### src/source/div_pkg.sv
// --------------------
// Integer divider package
// Controller states, SRT digit type and sizing limits
// --------------------
`default_nettype none

package div_pkg;

	// --------------------
	// Controller states
	// --------------------
	// NORM lasts one cycle, STEP runs until the core is done
	typedef enum logic [1:0] {
		IDLE,
		NORM,
		STEP,
		OUT
	} div_state_t;

	// --------------------
	// Radix-2 SRT digit
	// --------------------
	// Digit zero has both bits clear
	typedef struct packed {
		logic pos;
		logic neg;
	} qdigit_t;

	localparam qdigit_t QD_ZERO = '{pos: 1'b0, neg: 1'b0};
	localparam qdigit_t QD_POS  = '{pos: 1'b1, neg: 1'b0};
	localparam qdigit_t QD_NEG  = '{pos: 1'b0, neg: 1'b1};

	// Sizing limits
	// Count width is clog2 of the operand width, capped here
	localparam int LZC_W_MAX = 7;
	// Narrowest operand the datapath supports
	localparam int WIDTH_MIN = 9;
	// Most SRT steps chained in one clock
	localparam int ITERS_MAX = 4;

endpackage

`default_nettype wire

### src/source/operand_norm.sv
// --------------------
// Operand normalizer
// Captures one operand as an absolute value and gives its
// leading-zero count and left-normalized form
// --------------------
`default_nettype none

module operand_norm
	import div_pkg::*;
#(
	parameter int WIDTH = 32
) (
	input  logic                     clk,
	input  logic                     rst_n,
	input  logic                     load_i,
	input  logic                     signed_i,
	input  logic [WIDTH-1:0]         operand_i,
	output logic                     neg_o,
	output logic                     zero_o,
	output logic [$clog2(WIDTH)-1:0] lzc_o,
	output logic [WIDTH-1:0]         norm_o
);

	localparam int LZC_W = $clog2(WIDTH);

	// Width must suit the datapath and the count width
	if (WIDTH < WIDTH_MIN || LZC_W > LZC_W_MAX) begin : g_width_check
		$error("operand_norm: WIDTH outside the supported range");
	end

	logic             op_neg;
	logic             neg_q;
	logic [WIDTH-1:0] abs_q;
	logic [LZC_W-1:0] lzc;
	logic             found;

	// Sign counts only in signed mode
	assign op_neg = signed_i & operand_i[WIDTH-1];

	always_ff @(posedge clk or negedge rst_n) begin
		if (!rst_n) begin
			neg_q <= 1'b0;
		end else if (load_i) begin
			neg_q <= op_neg;
		end
	end

	// Magnitude register, negated on the way in
	// Most negative value maps onto itself, which is the right unsigned magnitude
	always_ff @(posedge clk) begin
		if (load_i) begin
			abs_q <= op_neg ? -operand_i : operand_i;
		end
	end

	// --------------------
	// Leading-zero count
	// --------------------
	// Scan upward so the highest set bit wins
	always_comb begin
		lzc   = LZC_W'(WIDTH - 1);
		found = 1'b0;
		for (int i = 0; i < WIDTH; i++) begin
			if (abs_q[i]) begin
				lzc   = LZC_W'(WIDTH - 1 - i);
				found = 1'b1;
			end
		end
	end

	assign neg_o  = neg_q;
	// No set bit at all means a zero operand
	assign zero_o = ~found;
	assign lzc_o  = lzc;
	// First one bit moved to the top
	assign norm_o = abs_q << lzc;

endmodule

`default_nettype wire

### src/source/srt_iter_core.sv
// --------------------
// SRT iteration core
// Radix-2 SRT steps, several per clock, with on-the-fly
// quotient conversion and a final sign correction
// --------------------
`default_nettype none

module srt_iter_core
	import div_pkg::*;
#(
	parameter int WIDTH           = 32,
	parameter int ITERS_PER_CYCLE = 4
) (
	input  logic                     clk,
	input  logic                     rst_n,
	input  logic                     load_i,
	input  logic [WIDTH-1:0]         rem_norm_i,
	input  logic [WIDTH-1:0]         div_norm_i,
	input  logic [$clog2(WIDTH)-1:0] iter_cnt_i,
	output logic                     done_o,
	output logic [WIDTH-1:0]         quotient_o
);

	localparam int LZC_W = $clog2(WIDTH);
	// Remainder is two bits wider than the operand
	localparam int RW = WIDTH + 2;

	if (ITERS_PER_CYCLE < 1 || ITERS_PER_CYCLE > ITERS_MAX) begin : g_iters_check
		$error("srt_iter_core: ITERS_PER_CYCLE outside the supported range");
	end

	// Registered state
	logic signed [RW-1:0] rem_q;
	logic [WIDTH-1:0]     quot_q;
	logic [WIDTH-1:0]     quot_m1_q;
	logic [LZC_W-1:0]     cnt_q;
	logic                 busy_q;

	// Step chain
	logic signed [RW-1:0] rem_s     [0:ITERS_PER_CYCLE];
	logic [WIDTH-1:0]     quot_s    [0:ITERS_PER_CYCLE];
	logic [WIDTH-1:0]     quot_m1_s [0:ITERS_PER_CYCLE];
	qdigit_t              dig_s     [0:ITERS_PER_CYCLE-1];

	// Chain outputs picked for this cycle
	logic signed [RW-1:0] rem_sel;
	logic [WIDTH-1:0]     quot_sel;
	logic [WIDTH-1:0]     quot_m1_sel;
	logic                 last_cycle;

	// Divisor at the scale of twice the remainder
	logic signed [RW:0]   d_half;
	logic signed [RW:0]   d_full;

	// Remainder carries one extra fraction bit, so the
	// selection threshold is the plain normalized divisor
	assign d_half = {3'b000, div_norm_i};
	assign d_full = {2'b00, div_norm_i, 1'b0};

	// Normalizer output stays put for the whole operation
	assign rem_s[0]     = rem_q;
	assign quot_s[0]    = quot_q;
	assign quot_m1_s[0] = quot_m1_q;

	// --------------------
	// SRT step stages
	// --------------------
	for (genvar i = 0; i < ITERS_PER_CYCLE; i++) begin : g_step
		logic signed [RW:0] rem_x2;
		logic signed [RW:0] rem_nxt;

		assign rem_x2 = {rem_s[i], 1'b0};

		// Digit selection against plus and minus half the divisor
		assign dig_s[i] = (rem_x2 >= d_half)  ? QD_POS :
		                  (rem_x2 < -d_half)  ? QD_NEG : QD_ZERO;

		// Subtract for +1, add for -1, shift only for 0
		assign rem_nxt = dig_s[i].pos ? rem_x2 - d_full :
		                 dig_s[i].neg ? rem_x2 + d_full : rem_x2;

		// Result stays within twice the divisor, top bit drops safely
		assign rem_s[i+1] = rem_nxt[RW-1:0];

		// On-the-fly conversion
		// +1 : Q = {Q,1}, QM = {Q,0}
		//  0 : Q = {Q,0}, QM = {QM,1}
		// -1 : Q = {QM,1}, QM = {QM,0}
		assign quot_s[i+1] = dig_s[i].neg ? {quot_m1_s[i][WIDTH-2:0], 1'b1} :
		                                    {quot_s[i][WIDTH-2:0], dig_s[i].pos};
		assign quot_m1_s[i+1] = dig_s[i].pos ? {quot_s[i][WIDTH-2:0], 1'b0} :
		                                       {quot_m1_s[i][WIDTH-2:0], ~dig_s[i].neg};
	end

	// --------------------
	// Step count
	// --------------------
	// Counter holds remaining steps minus one
	assign last_cycle = (int'(cnt_q) < ITERS_PER_CYCLE);

	// Last cycle takes the chain output after cnt_q + 1 steps
	always_comb begin
		rem_sel     = rem_s[ITERS_PER_CYCLE];
		quot_sel    = quot_s[ITERS_PER_CYCLE];
		quot_m1_sel = quot_m1_s[ITERS_PER_CYCLE];
		if (last_cycle) begin
			for (int k = 1; k < ITERS_PER_CYCLE; k++) begin
				if (int'(cnt_q) == k - 1) begin
					rem_sel     = rem_s[k];
					quot_sel    = quot_s[k];
					quot_m1_sel = quot_m1_s[k];
				end
			end
		end
	end

	always_ff @(posedge clk or negedge rst_n) begin
		if (!rst_n) begin
			busy_q <= 1'b0;
			cnt_q  <= '0;
		end else if (load_i) begin
			busy_q <= 1'b1;
			cnt_q  <= iter_cnt_i;
		end else if (busy_q) begin
			busy_q <= ~last_cycle;
			cnt_q  <= cnt_q - LZC_W'(ITERS_PER_CYCLE);
		end
	end

	// Datapath registers
	// Start remainder is half the dividend, one fraction bit down
	always_ff @(posedge clk) begin
		if (load_i) begin
			rem_q     <= {2'b00, rem_norm_i};
			quot_q    <= '0;
			quot_m1_q <= '1;
		end else if (busy_q) begin
			rem_q     <= rem_sel;
			quot_q    <= quot_sel;
			quot_m1_q <= quot_m1_sel;
		end
	end

	assign done_o = busy_q & last_cycle;

	// Negative final remainder means the quotient overshot by one
	assign quotient_o = rem_q[RW-1] ? quot_m1_q : quot_q;

endmodule

`default_nettype wire

### src/source/div_ctrl.sv
// --------------------
// Divider controller
// FSM, start and finish handshakes, special cases
// and the signed result
// --------------------
`default_nettype none

module div_ctrl
	import div_pkg::*;
#(
	parameter int WIDTH = 32
) (
	input  logic                     clk,
	input  logic                     rst_n,
	input  logic                     start_valid_i,
	input  logic                     signed_op_i,
	input  logic                     finish_ready_i,
	input  logic [$clog2(WIDTH)-1:0] dvd_lzc_i,
	input  logic                     dvd_zero_i,
	input  logic                     dvd_neg_i,
	input  logic [$clog2(WIDTH)-1:0] dvs_lzc_i,
	input  logic                     dvs_zero_i,
	input  logic                     dvs_neg_i,
	input  logic                     done_i,
	input  logic [WIDTH-1:0]         core_quot_i,
	output logic                     start_ready_o,
	output logic                     finish_valid_o,
	output logic                     load_o,
	output logic                     core_load_o,
	output logic [$clog2(WIDTH)-1:0] iter_cnt_o,
	output logic [WIDTH-1:0]         quotient_o,
	output logic                     divisor_is_zero_o
);

	div_state_t       state_q;
	div_state_t       state_d;
	logic             start_xfer;
	logic             finish_xfer;
	logic             too_small;
	logic             special;
	logic             signed_q;
	logic             div_zero_q;
	logic             too_small_q;
	logic             res_neg_q;
	logic [WIDTH-1:0] quot_mag;

	// --------------------
	// Handshakes
	// --------------------
	assign start_ready_o  = (state_q == IDLE);
	assign start_xfer     = start_valid_i & start_ready_o;
	assign finish_valid_o = (state_q == OUT);
	assign finish_xfer    = finish_valid_o & finish_ready_i;

	// Both normalizers capture in the start transfer cycle
	assign load_o = start_xfer;

	// Special cases, valid in NORM
	// Dividend with more leading zeros has the smaller magnitude
	assign too_small = dvd_zero_i | (dvd_lzc_i > dvs_lzc_i);
	assign special   = dvs_zero_i | too_small;

	assign core_load_o = (state_q == NORM) & ~special;
	// Steps minus one, only meaningful without a special case
	assign iter_cnt_o  = dvs_lzc_i - dvd_lzc_i;

	// --------------------
	// State machine
	// --------------------
	always_comb begin
		state_d = state_q;
		case (state_q)
			IDLE: begin
				if (start_xfer) begin
					state_d = NORM;
				end
			end
			NORM: begin
				state_d = special ? OUT : STEP;
			end
			STEP: begin
				if (done_i) begin
					state_d = OUT;
				end
			end
			OUT: begin
				// Held here under back-pressure
				if (finish_xfer) begin
					state_d = IDLE;
				end
			end
			default: begin
				state_d = IDLE;
			end
		endcase
	end

	always_ff @(posedge clk or negedge rst_n) begin
		if (!rst_n) begin
			state_q <= IDLE;
		end else begin
			state_q <= state_d;
		end
	end

	// Operation flags
	always_ff @(posedge clk or negedge rst_n) begin
		if (!rst_n) begin
			signed_q    <= 1'b0;
			div_zero_q  <= 1'b0;
			too_small_q <= 1'b0;
			res_neg_q   <= 1'b0;
		end else begin
			if (start_xfer) begin
				signed_q <= signed_op_i;
			end
			if (state_q == NORM) begin
				div_zero_q  <= dvs_zero_i;
				too_small_q <= too_small;
				// Quotient is negative when exactly one operand is
				res_neg_q   <= signed_q & (dvd_neg_i ^ dvs_neg_i);
			end
		end
	end

	// --------------------
	// Result
	// --------------------
	// Zero divisor wins over a small dividend
	assign quot_mag = div_zero_q  ? {WIDTH{1'b1}} :
	                  too_small_q ? {WIDTH{1'b0}} : core_quot_i;

	// All-ones result of a zero divisor keeps its sign
	assign quotient_o = (res_neg_q & ~div_zero_q) ? -quot_mag : quot_mag;

	assign divisor_is_zero_o = div_zero_q;

endmodule

`default_nettype wire

### src/source/int_div_top.sv
// --------------------
// Sequential integer divider
// Signed or unsigned quotient through valid/ready handshakes
// --------------------
`default_nettype none

module int_div_top #(
	parameter int WIDTH           = 32,
	parameter int ITERS_PER_CYCLE = 4
) (
	input  logic             clk,
	input  logic             rst_n,
	input  logic             start_valid_i,
	output logic             start_ready_o,
	input  logic             signed_op_i,
	input  logic [WIDTH-1:0] dividend_i,
	input  logic [WIDTH-1:0] divisor_i,
	output logic             finish_valid_o,
	input  logic             finish_ready_i,
	output logic [WIDTH-1:0] quotient_o,
	output logic             divisor_is_zero_o
);

	localparam int LZC_W = $clog2(WIDTH);

	// Normalizer capture strobe
	logic             load;

	// Dividend side
	logic             dvd_neg;
	logic             dvd_zero;
	logic [LZC_W-1:0] dvd_lzc;
	logic [WIDTH-1:0] dvd_norm;

	// Divisor side
	logic             dvs_neg;
	logic             dvs_zero;
	logic [LZC_W-1:0] dvs_lzc;
	logic [WIDTH-1:0] dvs_norm;

	// Core control and result
	logic             core_load;
	logic [LZC_W-1:0] iter_cnt;
	logic             core_done;
	logic [WIDTH-1:0] core_quot;

	// --------------------
	// Operand normalizers
	// --------------------
	operand_norm #(
		.WIDTH (WIDTH)
	) u_norm_dividend (
		.clk       (clk),
		.rst_n     (rst_n),
		.load_i    (load),
		.signed_i  (signed_op_i),
		.operand_i (dividend_i),
		.neg_o     (dvd_neg),
		.zero_o    (dvd_zero),
		.lzc_o     (dvd_lzc),
		.norm_o    (dvd_norm)
	);

	operand_norm #(
		.WIDTH (WIDTH)
	) u_norm_divisor (
		.clk       (clk),
		.rst_n     (rst_n),
		.load_i    (load),
		.signed_i  (signed_op_i),
		.operand_i (divisor_i),
		.neg_o     (dvs_neg),
		.zero_o    (dvs_zero),
		.lzc_o     (dvs_lzc),
		.norm_o    (dvs_norm)
	);

	// --------------------
	// Iteration core
	// --------------------
	srt_iter_core #(
		.WIDTH           (WIDTH),
		.ITERS_PER_CYCLE (ITERS_PER_CYCLE)
	) u_core (
		.clk        (clk),
		.rst_n      (rst_n),
		.load_i     (core_load),
		.rem_norm_i (dvd_norm),
		.div_norm_i (dvs_norm),
		.iter_cnt_i (iter_cnt),
		.done_o     (core_done),
		.quotient_o (core_quot)
	);

	// Controller
	div_ctrl #(
		.WIDTH (WIDTH)
	) u_ctrl (
		.clk               (clk),
		.rst_n             (rst_n),
		.start_valid_i     (start_valid_i),
		.signed_op_i       (signed_op_i),
		.finish_ready_i    (finish_ready_i),
		.dvd_lzc_i         (dvd_lzc),
		.dvd_zero_i        (dvd_zero),
		.dvd_neg_i         (dvd_neg),
		.dvs_lzc_i         (dvs_lzc),
		.dvs_zero_i        (dvs_zero),
		.dvs_neg_i         (dvs_neg),
		.done_i            (core_done),
		.core_quot_i       (core_quot),
		.start_ready_o     (start_ready_o),
		.finish_valid_o    (finish_valid_o),
		.load_o            (load),
		.core_load_o       (core_load),
		.iter_cnt_o        (iter_cnt),
		.quotient_o        (quotient_o),
		.divisor_is_zero_o (divisor_is_zero_o)
	);

endmodule

`default_nettype wire

### config.mk
export PLATFORM = sky130hd
export DESIGN_NAME = int_div_top
export DESIGN_NICKNAME = d
export VERILOG_FILES = /design/src/source/div_pkg.sv /design/src/source/operand_norm.sv /design/src/source/srt_iter_core.sv /design/src/source/div_ctrl.sv /design/src/source/int_div_top.sv
export SDC_FILE = /design/constraint.sdc
export NUM_CORES = 2
export LEC_CHECK = 0
export BUFFER_PORTS_ARGS = -buffer_cell sky130_fd_sc_hd__buf_2
export CAP_MARGIN = 20
export CORE_ASPECT_RATIO = 1.5
export CORE_MARGIN = 5
export CORE_UTILIZATION = 60
export CTS_CLUSTER_DIAMETER = 80
export CTS_CLUSTER_SIZE = 28
export DETAILED_ROUTE_END_ITERATION = 8
export PLACE_DENSITY = 0.76
export SLEW_MARGIN = 5
export SYNTH_ARGS = -nofsm -noshare
export SYNTH_HDL_FRONTEND = slang
export SYNTH_SLANG_ARGS = --single-unit
export TNS_END_PERCENT = 5
### constraint.sdc
create_clock -name clk -period 48.3 [get_ports clk]
set_input_delay 0 -clock clk [delete_from_list [all_inputs] [get_ports clk]]
set_output_delay 0 -clock clk [all_outputs]
set_load 0.01 [all_outputs]
======== Yosys cells after proc, flatten, opt, wreduce, memory -nomap -nowiden ========
Index checks and enable logic that the tools add are counted.
word-level totals
  register bits after elaboration ......... 176
  input port bits ......................... 69
  output and inout port bits .............. 35
  word-level logic and storage cells ...... 252
cells by class
  add/subtract/negate cells ............... 14
  $lt $le $gt $ge ......................... 10
  equality and inequality tests ........... 8
  shift operators ......................... 2
  mux-type cells .......................... 179
  bitwise gates (word level) .............. 20
  reduce and logical (&&, ||, !) cells .... 4
operators by type and width
  cell                                                        number
  two-way mux 32 bit                                          24
  two-way mux 34 bit                                          12
  two-way mux 5 bit                                           34
  >= comparator 35 x 33 -> 1 bit                              4
  less-than comparator 35 bit                                 4
  adder 34 bit                                                4
  subtractor 34 bit                                           4
  negator 32 bit                                              3
  two-way mux 1 bit                                           73
  two-way mux 4 bit                                           16
  << shifter 32 x 5 -> 32 bit                                 2
  negator 32 -> 35 bit                                        1
  two-way mux 3 bit                                           8
  two-way mux 2 bit                                           11
  NOT 1 bit                                                   9
  AND 1 bit                                                   8
  case mux 2 bit (4 select lines)                             1
  inequality test 2 bit, second input constant                3
  == test 5 x 2 -> 1 bit, second input constant               1
  == test 5 x 3 -> 1 bit, second input constant               1
  > comparator 5 bit                                          1
  zero test 5 bit                                             1
  less-than comparator 5 x 3 -> 1 bit, second input constant  1
  subtractor 5 x 3 -> 5 bit, second input constant            1
  other kinds (8)                                             10

======== Logic depth before layout (Yosys ltp) ========
  depth in word-level cells ............... 59
  mapped depth ............................ 94
  mapped depth without buffers ............ 81

======== Cells and area by module ========
A second synthesis with hierarchy kept.
unflattened totals
  cells, all modules ...................... 5397
  area total of the unflattened synthesis .. 40025.9 µm²
by module, submodules not included
  module         times used  cells each  area each (µm²)  seq. area each (µm²)
  srt_iter_core  1           4250        30694.4          2432.3
  operand_norm   2           445         3791.1           985.9
  div_ctrl       1           257         1749.2           150.1

======== Worst setup path after synthesis ========
OpenSTA, ideal clock, no wires.
  path type ............................... register to register
  start point ............................. register u_norm_divisor.abs_q[1]
  end point ............................... register u_core.quot_m1_q[10]
  setup time .............................. 124 ps
  arrival time ............................ 17664 ps
  data required time ...................... 48176 ps
  path slack .............................. 30512 ps
  cell stages (with the launch flop) ...... 86
  path buffers ............................ 9
  period minus slack after synthesis ...... 17788 ps
  cells stage by stage .................... edfxtp_1 -> nor2b_1 -> o21bai_1 -> a21oi_1 -> o21bai_1 -> a21oi_1 -> o21bai_1 -> a21oi_1 -> o21bai_1 -> a211o_1 -> buf_1 -> buf_1 -> mux2i_1 -> mux2i_1 -> nor2_1 -> o31ai_1 -> o2111ai_1 -> nor4_1 -> [... 50 more ...] -> ha_1 -> a21o_1 -> a21o_1 -> a21o_1 -> a21o_1 -> a21o_1 -> a211oi_1 -> o21ai_0 -> a221oi_1 -> o21ai_0 -> a221oi_1 -> o31a_1 -> o2111ai_1 -> o21ai_4 -> mux2i_1 -> mux2_2 -> a221oi_2 -> o21ai_1
between the ends
  longest elaborated chain between the ends .. 55
  elaborated cells on any way between the ends .. 107
  classes of those cells .................. add/sub (7); order compare (8); shift (1); mux (86); bitwise (5)
RTL lines
  element                           line                  RTL
  from (decl)                       operand_norm.sv:33    logic [WIDTH-1:0] abs_q;
  from (signal assigned)            operand_norm.sv:52    abs_q <= op_neg ? -operand_i : operand_i;
  two-way mux 1 bit                 operand_norm.sv:64    if (abs_q[i]) begin
  two-way mux 2 bit (2 in series)   operand_norm.sv:64
  two-way mux 3 bit (4 in series)   operand_norm.sv:64
  two-way mux 4 bit (8 in series)   operand_norm.sv:64
  two-way mux 5 bit (16 in series)  operand_norm.sv:64
  << shifter 32 x 5 -> 32 bit       operand_norm.sv:76    assign norm_o = abs_q << lzc;
  negator 32 -> 35 bit              srt_iter_core.sv:76   (rem_x2 < -d_half) ? QD_NEG : QD_ZERO;
  less-than comparator 35 bit       srt_iter_core.sv:76
  [... 11 more ...]                 -
  two-way mux 2 bit                 srt_iter_core.sv:75   assign dig_s[i] = (rem_x2 >= d_half) ? QD_POS :
  two-way mux 34 bit                srt_iter_core.sv:80   dig_s[i].neg ? rem_x2 + d_full : rem_x2;
  two-way mux 34 bit                srt_iter_core.sv:79   assign rem_nxt = dig_s[i].pos ? rem_x2 - d_full :
  >= comparator 35 x 33 -> 1 bit    srt_iter_core.sv:75
  two-way mux 2 bit                 srt_iter_core.sv:75
  two-way mux 32 bit                srt_iter_core.sv:91   assign quot_m1_s[i+1] = dig_s[i].pos ? {quot_s[i][WIDTH-2:0], 1'b0} :
  two-way mux 32 bit (3 in series)  srt_iter_core.sv:108  if (int'(cnt_q) == k - 1) begin
  two-way mux 32 bit                srt_iter_core.sv:106  if (last_cycle) begin
  to (signal assigned)              srt_iter_core.sv:140  quot_m1_q <= quot_m1_sel;
  to (decl)                         srt_iter_core.sv:35   logic [WIDTH-1:0] quot_m1_q;
Parallel ways exist; a longest one is shown, timed or not.
A chain may end at the register's enable or synchronous reset.

======== Worst setup path in the final report ========
  start point ............................. register u_norm_divisor.abs_q[4]
  end point ............................... register u_core.rem_q[24] (data pin)
between the ends
  longest elaborated chain between the ends .. 56
  elaborated cells on any way between the ends .. 102
  classes of those cells .................. add/sub (9); order compare (9); shift (1); mux (78); bitwise (5)
RTL lines
  element                           line                  RTL
  two-way mux 3 bit (4 in series)   operand_norm.sv:64
  two-way mux 4 bit (8 in series)   operand_norm.sv:64
  two-way mux 5 bit (16 in series)  operand_norm.sv:64
  << shifter 32 x 5 -> 32 bit       operand_norm.sv:76
  negator 32 -> 35 bit              srt_iter_core.sv:76
  less-than comparator 35 bit       srt_iter_core.sv:76
  two-way mux 1 bit                 srt_iter_core.sv:76
  two-way mux 2 bit                 srt_iter_core.sv:75
  [... 13 more ...]                 -
  two-way mux 1 bit                 srt_iter_core.sv:76
  two-way mux 2 bit                 srt_iter_core.sv:75
  two-way mux 34 bit                srt_iter_core.sv:80
  two-way mux 34 bit                srt_iter_core.sv:79
  two-way mux 34 bit (3 in series)  srt_iter_core.sv:108
  two-way mux 34 bit                srt_iter_core.sv:106
  two-way mux 32 bit                srt_iter_core.sv:137  end else if (busy_q) begin
  two-way mux 32 bit (*)            srt_iter_core.sv:133  if (load_i) begin
  to (signal assigned)              srt_iter_core.sv:134  rem_q <= {2'b00, rem_norm_i};
  to (signal assigned)              srt_iter_core.sv:138  rem_q <= rem_sel;
  to (decl)                         srt_iter_core.sv:33   logic signed [RW-1:0] rem_q;
Every way passes the cells marked *; elsewhere a longest branch is shown, timed or not. The select of a mux whose other input is x is not followed.

==> impl_metrics.csv <==
group,metric,value,unit
setup_path,cp_max_fo,43,
sta,final_hold_slack,0.261,ns
drt,firstDrtPassIters,8,
synth,post_synth.cell_area_avg,7.37,um2
synth,synth.yosys.seq_area_share,0.119,
clocking,htree_levels,4,
setup_path,worst_setup_path_end_kind,"flip-flop",
die,ioPinCount,104,
sta,max_freq,44.0,MHz
die,placement_rows,113,
sta,timing.setup.tns,0,ns
drt,residual_antenna_violating_net_count_after_detailed_routing,0,
synth,synth_area,38200,um2
die,die_h,319,um
clocking,cts_tree,"built",
synth,postSynth.asyncResetShare,0.0795,
grt,gr-usage-all-layers,0.450,
run_status,status,"finished clean",
finish,mostFrequentLayoutCell,"nor2_1",
finish,layout-drive-gt1-share,0.0773,
drt,post_drt_via_cell_ratio,7.29,
clocking,cts_repair_resize_count,0,
worst_hold_path,min-delay-path-class,"in2reg",
synth,postSynth.topFlopCell,"edfxtp_1",
drt,wirelength,165000,um
synth,synth_cell_types,107,
synth,synth-edff-count,96,
drt,drt_first_iter_violations,5979,
die,initial_utilization,0.604,
sta,final.setup_skew,0.0250,ns
synth,synth_largest_type_area_fraction,0.170,
finish,most_frequent_cells_in_the_layout,"527 x nor2_1, 520 x ha_1, 507 x a21oi_1, 434 x nand2_1, 345 x mux2i_1",
drt,drt_drc_violations_left,0,
setup_path,critical_path_required,48.57,ns
setup_path,cp.buffers_inverters,13,
setup_path,critical_path_arrival,23.01,ns
grt,via_count_of_the_first_global_routing_pass,42500,
finish,synthToLayoutAreaGrowth,7.65,%
die,chipWidth,216,um
synth,synth.area.top_cells,"ha_1 17%, mux2i_1 9.1%, edfxtp_1 7.5%, a21oi_1 6.7%, nor2_1 5.3%",
setup_path,critical_path.top_delay_family,"compound AO/OA/AOI/OAI gates",
setup_path,timing.critical_path.mode_cell,"a21o_1",
synth,ys_ff_latch,176,
sta,fin_crit,22.74,ns
grt,wire_length_of_the_first_global_routing_pass,247000,um
setup_path,startpoint_type,"flip-flop",
setup_path,slowest_stage,"a2111oi_0",
synth,synth_warnings,0,
synth,synth_area_leader_cell,"ha_1",
clocking,cts.sink_count,176,
placement,detailed_place_hpwl,121000,um
placement,place.gp.congestion,1.07,
clocking,clk_pin_slew,0.07,ns
sta,rsz0062_at_grt,"no",
clocking,post_cts.repair.setup_buffers,0,
clocking,clock_insertion_delay_worst_skew,0.53,ns
job,drv_cap,0,
sta,tightest_slew,1.16,ns
die,design.die.area,68900,um2
placement,placement.io_buffers,103,
clocking,number_of_buffers_added_by_the_clock_tree_synthesis_step,25,
die,floorplan.core_area,63200,um2
grt,grt_antenna_before_repair,4,
sta,total_count_of_max_transition_violations_in_the_final_report,0,
synth,syn-num-nets,5783,
setup_path,cpPeakStageDelay,0.88,ns
clocking,cts_max_path_buffers,3,
finish,num-nets-final,5808,
sta,timing.final.crit_share,0.471,
grt,grt_residual_overflow,0,
synth,postSynthCellCount,5185,
sta,relSlewSlack,0.228,
setup_path,setup.worst_path.class,"reg2reg",
sta,final-setup-viol-count,0,
grt,grt_max_degree,74,
sta,report.final.hold_viol_count,0,
clocking,ctsRootBufferMaster,"clkbuf_16",
drt,route.vias.total,43900,
drt,post_drt_wl_per_cell,27.3,um
stage by stage:
step | setup slack [ns] | util | instance area [um2] | instances
6_report | 25.56 | 0.651 | 41100 | 6025
5_1_grt | 24.40 | 0.651 | 41100 | 6024
4_1_cts | 25.94 | 0.650 | 41100 | 6019
3_5_place_dp | 26.01 | 0.625 | 39500 | 5898
3_3_place_gp | 26.24 | 0.625 | 39500 | 5897
2_1_floorplan | 30.51 | - | 38200 | 5185
Yosys cell counts (all sizes together) (41+ instances only):
cell and n:
nor2 538, ha 520, a21oi 513, nand2 436
mux2i 349, o21ai 317, inv 251, clkbuf 230
a21o 135, nor3 130, edfxtp 96, xnor2 94
nand3 85, a211oi 80, o22ai 72, buf 71
nand2b 68, o21bai 67, dfxtp 66, xor2 66
a31oi 62, o211ai 62, o221ai 60, a221oi 59
nand4 53, a22oi 52, mux2 43, o31ai 43
nor4 41
state kept, by name (all words and copies together) (netlist names), 2 cells and up:
register               flops
u_norm_dividend.abs_q     32
u_core.cnt_q               5
u_core.quot_m1_q          32
u_norm_divisor.abs_q      32
u_ctrl.state_q             2
u_core.quot_q             32
u_core.rem_q              34
cell families (layout without fill, tap and decap cells):
| group | after synthesis | count (layout) | share of synthesized area |
|---|---|---|---|
| AO/OA/AOI/OAI | 1824 | 1824 | 0.320 |
| AND/OR/NAND/NOR | 1545 | 1545 | 0.185 |
| buffers and inverters | 554 | 585 | 0.0561 |
| adder cells (fa/ha/maj) | 529 | 529 | 0.175 |
| multiplexers | 397 | 397 | 0.107 |
| flip-flops | 176 | 176 | 0.119 |
| XOR/XNOR | 160 | 160 | 0.0372 |
| other | 0 | 4 | 0 |
worst reg2reg max path, delay by kind of cell (launching register included):
kind	cells	cell delay, ns
compound gates	47	11.62
fa+ha+maj	4	1.34
flops	1	0.46
xor+xnor	1	0.20
buf+inv	13	4.41
mux	2	0.85
simple gates	15	3.63
worst paths after layout:
path | start | to | slack (ns) | depth (start not counted)
setup / recovery | u_norm_divisor.abs_q[4]$_DFFE_PP_ | u_core.rem_q[24]$_DFFE_PP_ | 25.56 | 82
hold / removal | dividend_i[0] | u_norm_dividend.abs_q[0]$_DFFE_PP_ | 0.26 | 2
setup reg to reg | u_norm_divisor.abs_q[4]$_DFFE_PP_ | u_core.rem_q[24]$_DFFE_PP_ | 25.56 | 82
hold reg to reg | u_core.quot_m1_q[31]$_SDFFE_PP1P_ | u_core.quot_m1_q[31]$_SDFFE_PP1P_ | 0.48 | 2
max in group asynchronous | rst_n | u_core.cnt_q[0]$_DFFE_PN0P_ | 47.20 | 3
min in group asynchronous | rst_n | u_ctrl.too_small_q$_DFFE_PN0P_ | 0.61 | 3
layout make-up:
type	instances	area, um2
timing repair buffer	299	2220
sequential	176	4560
inverter	253	950
clock buffer	27	654
multi-input combinational	4455	31700
clock inverter	6	33.8
fill	5695	22100
tap	805	1010
antenna	4	10.0
per-layer routing:
| layer | up-vias | routed length (um) | global-route usage | share of wire |
|---|---|---|---|---|
| li1 | 19600 | - | - | - |
| met3 | 962 | 15800 | 0.0674 | 0.096 |
| met1 | 20400 | 57900 | 0.518 | 0.35 |
| met5 | - | 10 | 0 | 0.000061 |
| met4 | 2 | 18200 | 0.393 | 0.11 |
| met2 | 3024 | 72800 | 0.727 | 0.44 |
timing repair:
action	CTS	global route
endpoints found under the setup margin	0	0
hold buffers	88	0
hold endpoints to repair	83	0
Power is left out: the tool's default activity adds up to more than one toggle a clock period on the data nets, which glitch-free logic cannot reach.
